### src/common/card_pkg.sv
package card_pkg;

	typedef logic [3:0] card_t;

	localparam card_t card_copper = 4'd0;
	localparam card_t card_estate = 4'd3;

	typedef logic [6:0] pile_addr_t;
	typedef logic [7:0] pile_size_t; // reaches 128 on a full pile

	localparam pile_size_t start_copper_count = 8'd7;
	localparam pile_size_t start_estate_count = 8'd3;

	localparam pile_size_t deck_depth = 8'd128; // discard pile is the same size
	localparam pile_size_t hand_depth = 8'd16;
	localparam pile_size_t hand_limit = 8'd5; // cards dealt per draw

	typedef enum logic [1:0] {
		pile_deck,
		pile_discard,
		pile_hand
	} pile_id_t;

	typedef enum logic [2:0] {
		cmd_new_game,
		cmd_buy,
		cmd_play,
		cmd_draw,
		cmd_endgame
	} cmd_code_t;

	// write puts literal data in the destination
	// move reads the source, then copies and/or emits it
	typedef enum logic {
		op_write,
		op_move
	} op_kind_t;

endpackage

### src/common/pile_op_if.sv
`timescale 1ns/1ps

interface pile_op_if
	import card_pkg::*;
();

	logic valid;
	logic ready;
	op_kind_t kind;
	pile_id_t src_pile;
	pile_addr_t src_addr;
	pile_id_t dst_pile;
	pile_addr_t dst_addr;
	logic copy; // move also writes the destination
	logic emit; // move also sends the card out
	card_t data; // literal for op_write

	modport seq (
		output valid, kind, src_pile, src_addr, dst_pile, dst_addr, copy, emit, data,
		input ready
	);

	modport store (
		input valid, kind, src_pile, src_addr, dst_pile, dst_addr, copy, emit, data,
		output ready
	);

endinterface

### src/pile_store/card_pile.sv
`timescale 1ns/1ps

module card_pile
	import card_pkg::*;
#(
	parameter int depth = deck_depth
) (
	input logic clk,
	input pile_addr_t rd_addr,
	output card_t rd_card,
	input logic wr_en,
	input pile_addr_t wr_addr,
	input card_t wr_card
);

	card_t mem [depth];

	// read returns the old word when the same address is written
	always_ff @(posedge clk) begin
		if (wr_en) begin
			mem[wr_addr[$clog2(depth)-1:0]] <= wr_card;
		end
		rd_card <= mem[rd_addr[$clog2(depth)-1:0]];
	end

endmodule

### src/pile_store/pile_store.sv
`timescale 1ns/1ps

module pile_store
	import card_pkg::*;
(
	input logic clk,
	input logic reset,
	pile_op_if.store op,
	output logic store_idle,
	output logic out_valid,
	input logic out_ready,
	output card_t out_card
);

	typedef struct packed {
		op_kind_t kind;
		pile_id_t src_pile;
		pile_addr_t src_addr;
		pile_id_t dst_pile;
		pile_addr_t dst_addr;
		logic copy;
		logic emit;
		card_t data;
	} stage_t;

	stage_t s1; // read stage
	stage_t s2; // write/emit stage
	logic s1_valid;
	logic s2_valid;
	logic s1_go;
	logic s2_go;
	logic s2_writes;
	logic fwd_hit;
	logic s2_fwd;
	card_t s2_fwd_card;
	pile_addr_t rd_addr;
	card_t deck_rd;
	card_t discard_rd;
	card_t hand_rd;
	card_t src_card;
	card_t s2_card;

	assign s2_go = s2_valid && (!s2.emit || out_ready); // emit waits for the buffer
	assign s1_go = s1_valid && (!s2_valid || s2_go);
	assign op.ready = !s1_valid || s1_go;
	assign s2_writes = (s2.kind == op_write) || s2.copy;

	// a stalled write stage keeps re-reading its own source
	assign rd_addr = (s2_valid && !s2_go) ? s2.src_addr : s1.src_addr;

	// write stage lands on the word the read stage is sampling this edge
	assign fwd_hit = s2_go && s2_writes && (s2.dst_pile == s1.src_pile) &&
		(s2.dst_addr == s1.src_addr);

	always_comb begin
		case (s2.src_pile)
			pile_deck: src_card = deck_rd;
			pile_discard: src_card = discard_rd;
			default: src_card = hand_rd;
		endcase
		if (s2.kind == op_write) begin
			s2_card = s2.data;
		end else if (s2_fwd) begin
			s2_card = s2_fwd_card;
		end else begin
			s2_card = src_card;
		end
	end

	always_ff @(posedge clk or negedge reset) begin
		if (!reset) begin
			s1_valid <= 1'b0;
			s2_valid <= 1'b0;
			s2_fwd <= 1'b0;
		end else begin
			if (op.ready) begin
				s1_valid <= op.valid;
			end
			if (s1_go) begin
				s2_valid <= 1'b1;
				s2_fwd <= fwd_hit;
			end else if (s2_go) begin
				s2_valid <= 1'b0;
			end
		end
	end

	always_ff @(posedge clk) begin
		if (op.valid && op.ready) begin
			s1 <= '{
				kind: op.kind,
				src_pile: op.src_pile,
				src_addr: op.src_addr,
				dst_pile: op.dst_pile,
				dst_addr: op.dst_addr,
				copy: op.copy,
				emit: op.emit,
				data: op.data
			};
		end
		if (s1_go) begin
			s2 <= s1;
			s2_fwd_card <= s2_card;
		end
	end

	card_pile #(.depth(deck_depth)) deck_i (
		.clk,
		.rd_addr,
		.rd_card(deck_rd),
		.wr_en(s2_go && s2_writes && (s2.dst_pile == pile_deck)),
		.wr_addr(s2.dst_addr),
		.wr_card(s2_card)
	);

	card_pile #(.depth(deck_depth)) discard_i (
		.clk,
		.rd_addr,
		.rd_card(discard_rd),
		.wr_en(s2_go && s2_writes && (s2.dst_pile == pile_discard)),
		.wr_addr(s2.dst_addr),
		.wr_card(s2_card)
	);

	card_pile #(.depth(hand_depth)) hand_i (
		.clk,
		.rd_addr,
		.rd_card(hand_rd),
		.wr_en(s2_go && s2_writes && (s2.dst_pile == pile_hand)),
		.wr_addr(s2.dst_addr),
		.wr_card(s2_card)
	);

	assign store_idle = !s1_valid && !s2_valid;
	assign out_valid = s2_valid && s2.emit;
	assign out_card = s2_card;

	// the sequencer must keep hand traffic inside the 16 slots
	hand_addr_in_range: assert property (@(posedge clk) disable iff (!reset)
		(op.valid && op.ready) |->
			((op.src_pile != pile_hand || op.kind == op_write ||
				pile_size_t'(op.src_addr) < hand_depth) &&
			(op.dst_pile != pile_hand || (op.kind == op_move && !op.copy) ||
				pile_size_t'(op.dst_addr) < hand_depth)));

endmodule

### src/logic/pile_sequencer.sv
`timescale 1ns/1ps

module pile_sequencer
	import card_pkg::*;
(
	input logic clk,
	input logic reset,
	input logic cmd_valid,
	output logic cmd_ready,
	input cmd_code_t cmd_code,
	input card_t cmd_card,
	pile_op_if.seq op,
	input logic store_idle,
	output pile_size_t deck_size,
	output pile_size_t discard_size,
	output pile_size_t hand_size
);

	typedef enum logic [3:0] {
		st_idle,
		st_new_game,
		st_buy,
		st_play_emit,
		st_play_fill,
		st_draw_clear,
		st_draw_deal,
		st_draw_refill,
		st_end_discard,
		st_end_deck,
		st_end_hand
	} state_t;

	state_t state;
	pile_size_t idx; // slot counter for loops
	card_t arg; // buy card or play slot
	logic fire;
	pile_id_t scan_pile;
	pile_size_t scan_size;

	assign cmd_ready = (state == st_idle) && store_idle;
	assign fire = op.valid && op.ready;

	// pile walked by the current endgame phase
	always_comb begin
		case (state)
			st_end_deck: begin
				scan_pile = pile_deck;
				scan_size = deck_size;
			end
			st_end_hand: begin
				scan_pile = pile_hand;
				scan_size = hand_size;
			end
			default: begin
				scan_pile = pile_discard;
				scan_size = discard_size;
			end
		endcase
	end

	always_comb begin
		op.valid = 1'b0;
		op.kind = op_move;
		op.src_pile = pile_hand;
		op.src_addr = pile_addr_t'(idx);
		op.dst_pile = pile_discard;
		op.dst_addr = pile_addr_t'(discard_size); // append to discard
		op.copy = 1'b1;
		op.emit = 1'b0;
		op.data = arg;
		case (state)
			st_new_game: begin
				op.valid = 1'b1;
				op.kind = op_write;
				op.dst_addr = pile_addr_t'(idx);
				op.data = (idx < start_copper_count) ? card_copper : card_estate;
			end
			st_buy: begin
				op.valid = 1'b1;
				op.kind = op_write;
			end
			st_play_emit: begin
				op.valid = 1'b1;
				op.src_addr = pile_addr_t'(arg);
				op.emit = 1'b1;
			end
			st_play_fill: begin // last card closes the gap
				op.valid = 1'b1;
				op.src_addr = pile_addr_t'(hand_size - 8'd1);
				op.dst_pile = pile_hand;
				op.dst_addr = pile_addr_t'(arg);
			end
			st_draw_clear: begin
				op.valid = (hand_size != '0);
			end
			st_draw_deal: begin
				op.valid = (hand_size < hand_limit) && (deck_size != '0);
				op.src_pile = pile_deck;
				op.src_addr = pile_addr_t'(deck_size - 8'd1); // deck top
				op.dst_pile = pile_hand;
				op.dst_addr = pile_addr_t'(hand_size);
			end
			st_draw_refill: begin
				op.valid = (discard_size != '0);
				op.src_pile = pile_discard;
				op.src_addr = pile_addr_t'(deck_size);
				op.dst_pile = pile_deck;
				op.dst_addr = pile_addr_t'(deck_size);
			end
			st_end_discard, st_end_deck, st_end_hand: begin
				op.valid = (idx < scan_size);
				op.src_pile = scan_pile;
				op.copy = 1'b0;
				op.emit = 1'b1;
			end
			default: begin
				op.valid = 1'b0;
			end
		endcase
	end

	always_ff @(posedge clk) begin
		if (cmd_valid && cmd_ready) begin
			arg <= cmd_card;
		end
	end

	always_ff @(posedge clk or negedge reset) begin
		if (!reset) begin
			state <= st_idle;
			idx <= '0;
			deck_size <= '0;
			discard_size <= '0;
			hand_size <= '0;
		end else begin
			case (state)
				st_idle: begin
					if (cmd_valid && cmd_ready) begin
						idx <= '0;
						case (cmd_code)
							cmd_new_game: begin
								deck_size <= '0;
								discard_size <= '0;
								hand_size <= '0;
								state <= st_new_game;
							end
							cmd_buy: begin
								if (discard_size < deck_depth) begin // full pile drops it
									state <= st_buy;
								end
							end
							cmd_play: begin
								if (pile_size_t'(cmd_card) < hand_size) begin
									state <= st_play_emit;
								end
							end
							cmd_draw: state <= st_draw_clear;
							cmd_endgame: state <= st_end_discard;
							default: state <= st_idle;
						endcase
					end
				end
				st_new_game: begin
					if (fire) begin
						discard_size <= discard_size + 8'd1;
						idx <= idx + 8'd1;
						if (idx + 8'd1 == start_copper_count + start_estate_count) begin
							state <= st_idle;
						end
					end
				end
				st_buy: begin
					if (fire) begin
						discard_size <= discard_size + 8'd1;
						state <= st_idle;
					end
				end
				st_play_emit: begin
					if (fire) begin
						discard_size <= discard_size + 8'd1;
						state <= st_play_fill;
					end
				end
				st_play_fill: begin
					if (fire) begin
						hand_size <= hand_size - 8'd1;
						state <= st_idle;
					end
				end
				st_draw_clear: begin
					if (hand_size == '0) begin
						state <= st_draw_deal;
					end else if (fire) begin
						idx <= idx + 8'd1;
						hand_size <= hand_size - 8'd1;
						discard_size <= discard_size + 8'd1;
					end
				end
				st_draw_deal: begin
					if (hand_size >= hand_limit ||
						(deck_size == '0 && discard_size == '0)) begin
						state <= st_idle;
					end else if (deck_size == '0) begin
						state <= st_draw_refill;
					end else if (fire) begin
						deck_size <= deck_size - 8'd1;
						hand_size <= hand_size + 8'd1;
					end
				end
				st_draw_refill: begin
					if (discard_size == '0) begin
						state <= st_draw_deal;
					end else if (fire) begin
						deck_size <= deck_size + 8'd1;
						discard_size <= discard_size - 8'd1;
					end
				end
				st_end_discard, st_end_deck, st_end_hand: begin
					if (idx >= scan_size) begin
						idx <= '0;
						case (state)
							st_end_discard: state <= st_end_deck;
							st_end_deck: state <= st_end_hand;
							default: state <= st_idle;
						endcase
					end else if (fire) begin
						idx <= idx + 8'd1;
					end
				end
				default: state <= st_idle;
			endcase
		end
	end

	cmd_code_known: assert property (@(posedge clk) disable iff (!reset)
		cmd_valid |-> cmd_code inside {cmd_new_game, cmd_buy, cmd_play, cmd_draw, cmd_endgame});

	hand_within_depth: assert property (@(posedge clk) disable iff (!reset)
		hand_size <= hand_depth);

endmodule

### src/logic/card_stream_out.sv
`timescale 1ns/1ps

module card_stream_out
	import card_pkg::*;
(
	input logic clk,
	input logic reset,
	input logic in_valid,
	output logic in_ready,
	input card_t in_card,
	output logic card_valid,
	input logic card_ready,
	output card_t card_out
);

	logic [1:0] count; // cards held, 0 to 2
	card_t head; // card on the output
	card_t tail; // card behind it
	logic push;
	logic pop;

	assign in_ready = (count != 2'd2); // registered, no path from card_ready
	assign card_valid = (count != 2'd0);
	assign card_out = head;
	assign push = in_valid && in_ready;
	assign pop = card_valid && card_ready;

	always_ff @(posedge clk or negedge reset) begin
		if (!reset) begin
			count <= 2'd0;
		end else if (push && !pop) begin
			count <= count + 2'd1;
		end else if (pop && !push) begin
			count <= count - 2'd1;
		end
	end

	always_ff @(posedge clk) begin
		if (push && (count == 2'd0 || (count == 2'd1 && pop))) begin
			head <= in_card; // straight to the output
		end else if (pop) begin
			head <= tail;
		end
		if (push && count == 2'd1 && !pop) begin
			tail <= in_card;
		end
	end

	card_held_stable: assert property (@(posedge clk) disable iff (!reset)
		(card_valid && !card_ready) |=> (card_valid && $stable(card_out)));

endmodule

### src/logic/pile_manager_top.sv
`timescale 1ns/1ps

module pile_manager_top
	import card_pkg::*;
(
	input logic clk,
	input logic reset,
	input logic cmd_valid,
	output logic cmd_ready,
	input cmd_code_t cmd_code,
	input card_t cmd_card,
	output logic card_valid,
	input logic card_ready,
	output card_t card_out,
	output pile_size_t deck_size,
	output pile_size_t discard_size,
	output pile_size_t hand_size
);

	pile_op_if op_bus ();

	logic store_idle;
	logic out_valid;
	logic out_ready;
	card_t out_card;

	pile_sequencer sequencer_i (
		.clk,
		.reset,
		.cmd_valid,
		.cmd_ready,
		.cmd_code,
		.cmd_card,
		.op(op_bus),
		.store_idle,
		.deck_size,
		.discard_size,
		.hand_size
	);

	pile_store store_i (
		.clk,
		.reset,
		.op(op_bus),
		.store_idle,
		.out_valid,
		.out_ready,
		.out_card
	);

	card_stream_out stream_i (
		.clk,
		.reset,
		.in_valid(out_valid),
		.in_ready(out_ready),
		.in_card(out_card),
		.card_valid,
		.card_ready,
		.card_out
	);

endmodule

### config.mk
export PLATFORM = sky130hd
export DESIGN_NAME = pile_manager_top
export DESIGN_NICKNAME = d
export VERILOG_FILES = /design/src/common/card_pkg.sv /design/src/common/pile_op_if.sv /design/src/pile_store/card_pile.sv /design/src/pile_store/pile_store.sv /design/src/logic/pile_sequencer.sv /design/src/logic/card_stream_out.sv /design/src/logic/pile_manager_top.sv
export SDC_FILE = /design/constraint.sdc
export NUM_CORES = 2
export LEC_CHECK = 0
export BUFFER_PORTS_ARGS = -buffer_cell sky130_fd_sc_hd__buf_2
export CORE_MARGIN = 3
export CORE_UTILIZATION = 63
export DETAILED_ROUTE_END_ITERATION = 8
export PLACE_DENSITY_LB_ADDON = 0.05
export SYNTH_ARGS = -nofsm -noshare
export SYNTH_HDL_FRONTEND = slang
export SYNTH_SLANG_ARGS = --single-unit
### constraint.sdc
create_clock -name clk -period 11.2 [get_ports clk]
set_clock_uncertainty 0.2 [all_clocks]
set_input_delay 1.12 -clock clk [delete_from_list [all_inputs] [get_ports clk]]
set_output_delay 1.12 -clock clk [all_outputs]
set_load 0.1 [all_outputs]
==> out/qor.yml <==
finish:
  layout-drive-gt1-share_pct: 9.06
  finish.utilization_pct: 69.9
  instances_no_fill: 4926
  final_net_count: 3806
  area_delta_synth_final_pct: 9.27
  fillCellCount: 5517
clocking:
  cts_resized: 0
  clock_tree.root_cell: "sky130_fd_sc_hd__clkbuf_16"
  clk_transition_reported_paths_ns: 0.06
  tritoncts: "done"
  worst_skew_pair_latency_ns: 0.70
  postCtsSetupRepairBufs: 0
  h-tree-depth: 3
  post_cts_hold_buffer_count: 0
  numCtsBuffers: 119
  clock_sinks: 1207
  clockBufferDepth: 3
global_routing:
  grt_pass1_wl_mm: 201
  grt_pass1_vias: 32100
  antenna_found_initial: 1
  grt_util_all_layers_pct: 31.3
  grt_start_max_net_pins: 227
  grt_overflow_total: 0
critical_path:
  cp_arrival_ns: 6.09
  worstPathMaxFanout: 102
  timing.critical_path.required_ns: 11.64
  worst-r2r-setup-slack_ns: 5.55
  critical_path_class: "reg2reg"
  critPathLaunchType: "flop"
  end_kind: "flop"
yosys:
  syn_area_um2: 51800
  synth_cell_types: 97
  synth_edf_count: 1154
  async_reset_ff_share_pct: 3.40
  synth.ff_latch_count: 1207
  synthCells: 3820
  synth.yosys.warnings: 0
  post_synth.cell_area_avg_um2: 13.6
  synth_fp_nets: 3862
  dominantRegCellSynth: "sky130_fd_sc_hd__edfxtp_1"
  synth-seq-area-share_pct: 69.3
flow_run:
  drv.max_cap_violation_count: 0
placement:
  dpl.cell_count: 4703
  dp_hpwl_mm: 81.5
  replace_congestion: 0.937
  place.port_buffers: 40
timing:
  timing.setup.tns_ns: 0
  rsz_0062_raised_after_global_routing: "no"
  fmaxAchievable_ghz: 0.177
  finalCritPeriodShare_pct: 50.5
  max_slew.worst_pin.slew_ns: 1.25
  slew_violations: 0
  max_slew_margin_pct: 16.6
  hold_violations: 0
  finalSetupViolCount: 0
  period_minus_slack_ns: 5.65
routing:
  drt_pass1_iterations: 6
  drtIter0Drc: 4639
  drt-wirelength-per-cell_um: 27.3
  drt_drc_violations_left: 0
  postRouteWirelength_mm: 135
  ant_nets: 0
  vias_per_cell: 6.72
  via_count: 33100
power_and_ir_drop:
  cellPowerDensity_nw_per_um2: 298
  p_leak_nw: 19.6
  irDropWorstVdd_uv: 327
hold_path:
  min_path_type: "reg2reg"
floorplanning:
  total_die_area_um2: 85700
  fp.dieH_um: 293
  floorplan.initialDensity_pct: 63.9
  row_count: 104
  design.portCount: 41
  floorplan.core_area_um2: 81100
  die-width_um: 293
outcome:
  status: "complete, no violations"
power by group:
| group | internal (mW) | switching [mW] | leakage (nW) | total (mW) |
|---|---|---|---|---|
| registers | 6.22 | 0.302 | 11.0 | 6.52 |
| clock network | 2.36 | 1.69 | 1.96 | 4.05 |
| logic | 1.66 | 4.64 | 6.58 | 6.30 |
cells in the final DEF, fill, tap and decap left out, types with 15 or more instances in the layout:
cell                        instances
sky130_fd_sc_hd__ha_1              30
sky130_fd_sc_hd__mux2i_1          293
sky130_fd_sc_hd__xnor2_1           27
sky130_fd_sc_hd__o211a_1           71
sky130_fd_sc_hd__a32oi_1           16
sky130_fd_sc_hd__a21oi_1           41
sky130_fd_sc_hd__inv_1             43
sky130_fd_sc_hd__a31oi_1           39
sky130_fd_sc_hd__nand2_1          571
sky130_fd_sc_hd__dfrtp_1           41
sky130_fd_sc_hd__edfxtp_1        1154
sky130_fd_sc_hd__o221ai_1          23
sky130_fd_sc_hd__nor2_1           360
sky130_fd_sc_hd__nand2b_1          19
sky130_fd_sc_hd__buf_2             40
sky130_fd_sc_hd__clkbuf_1          27
sky130_fd_sc_hd__a211oi_1          71
sky130_fd_sc_hd__a311oi_1          58
sky130_fd_sc_hd__nand3_1          206
sky130_fd_sc_hd__clkinv_2          24
sky130_fd_sc_hd__buf_4             43
sky130_fd_sc_hd__o22ai_1           50
sky130_fd_sc_hd__clkbuf_16        119
sky130_fd_sc_hd__clkinv_1          15
sky130_fd_sc_hd__nor3_1            30
sky130_fd_sc_hd__o21ai_0           52
sky130_fd_sc_hd__o211ai_1          56
critical path: stages (launching register included):
cell,delay [ns]
sky130_fd_sc_hd__dfrtp_1,0.39
sky130_fd_sc_hd__inv_1,0.08
sky130_fd_sc_hd__ha_1,0.33
sky130_fd_sc_hd__nand4_4,0.11
sky130_fd_sc_hd__buf_4,0.58
sky130_fd_sc_hd__a21boi_4,0.30
sky130_fd_sc_hd__buf_4,0.89
sky130_fd_sc_hd__buf_4,0.87
sky130_fd_sc_hd__mux2i_1,0.20
sky130_fd_sc_hd__a2111oi_0,0.49
sky130_fd_sc_hd__o22ai_1,0.19
sky130_fd_sc_hd__nor3_1,0.60
sky130_fd_sc_hd__and4_1,0.29
synthesized netlist by cell type, types with 19 or more instances:
master,instances,area (um2)
sky130_fd_sc_hd__ha_1,30,375
sky130_fd_sc_hd__xnor2_1,27,236
sky130_fd_sc_hd__a211oi_1,71,533
sky130_fd_sc_hd__nor3_1,30,150
sky130_fd_sc_hd__nand3_1,209,1050
sky130_fd_sc_hd__o211ai_1,56,420
sky130_fd_sc_hd__o211a_1,71,711
sky130_fd_sc_hd__buf_2,82,410
sky130_fd_sc_hd__clkbuf_1,126,473
sky130_fd_sc_hd__dfrtp_1,41,1030
sky130_fd_sc_hd__o21ai_0,52,260
sky130_fd_sc_hd__o22ai_1,50,313
sky130_fd_sc_hd__a31oi_1,39,244
sky130_fd_sc_hd__inv_1,43,161
sky130_fd_sc_hd__a311oi_1,58,508
sky130_fd_sc_hd__a21oi_1,45,225
sky130_fd_sc_hd__o221ai_1,23,201
sky130_fd_sc_hd__nand2_1,576,2160
sky130_fd_sc_hd__edfxtp_1,1154,34700
sky130_fd_sc_hd__buf_4,35,263
sky130_fd_sc_hd__nand2b_1,19,119
sky130_fd_sc_hd__mux2i_1,294,2940
sky130_fd_sc_hd__nor2_1,361,1360
path summary, 6_finish.rpt:
check	startpoint	endpoint	cells past startpoint
worst max-delay path	stream_i.count[0]	store_i.discard_i.rd_card[0]	12
worst min-delay path	store_i.s1[2]	store_i.s2[2]	0
worst max register to register	stream_i.count[0]	store_i.discard_i.rd_card[0]	12
worst min register to register	store_i.s1[2]	store_i.s2[2]	0
max in group asynchronous	reset	sequencer_i.deck_size[3]	1
min in group asynchronous	reset	sequencer_i.discard_size[3]	1
flip-flops by register name, indices dropped and copies added, names as in the netlist, 8 cells and up:
signal	count
store_i.deck_i.mem	512
store_i.discard_i.mem	512
store_i.hand_i.mem	64
store_i.s1	25
store_i.s2	25
sequencer_i.deck_size	8
sequencer_i.discard_size	8
sequencer_i.hand_size	8
sequencer_i.idx	8
per-layer routing:
layer  routed length (um)  global-route usage, %
met1                54200                   45.2
met2                61600                   48.0
met3                13200                   5.88
met4                 5690                   11.9
met5                    0                      0
through the flow:
step / setup WS [ns] / hold WS, ns / total power [mW] / cell area [um2]
after floorplan: 1.06 / 0.200 / 11.1 / 51800
after global placement: 5.81 / 0.207 / 12.7 / 52600
after detailed placement: 5.66 / 0.205 / 12.8 / 52600
after CTS: 5.65 / 0.215 / 16.8 / 56600
after global routing: 5.26 / 0.225 / 17.5 / 56600
final: 5.55 / 0.217 / 16.9 / 56600
cells by family after synthesis:
family	share of synthesized area (%)
flip-flops	69.3
buffers and inverters	2.78
XOR/XNOR	0.591
AO/OA/AOI/OAI	9.29
multiplexers	6.42
adder cells (fa/ha/maj)	0.763
AND/OR/NAND/NOR	10.9
area by class of cell:
cell class	instances	area, um2	share of cell area (%)
diodes	1	2.50	0.00442
multi-input cells	2302	14600	25.8
flip-flops and latches	1207	35900	63.4
clock inverters	65	771	1.36
repair buffers	88	623	1.10
well taps	1060	1330	2.34
inverters	46	173	0.305
clock buffers	157	3230	5.70
Note: power is estimated with default switching activity, not from simulation.
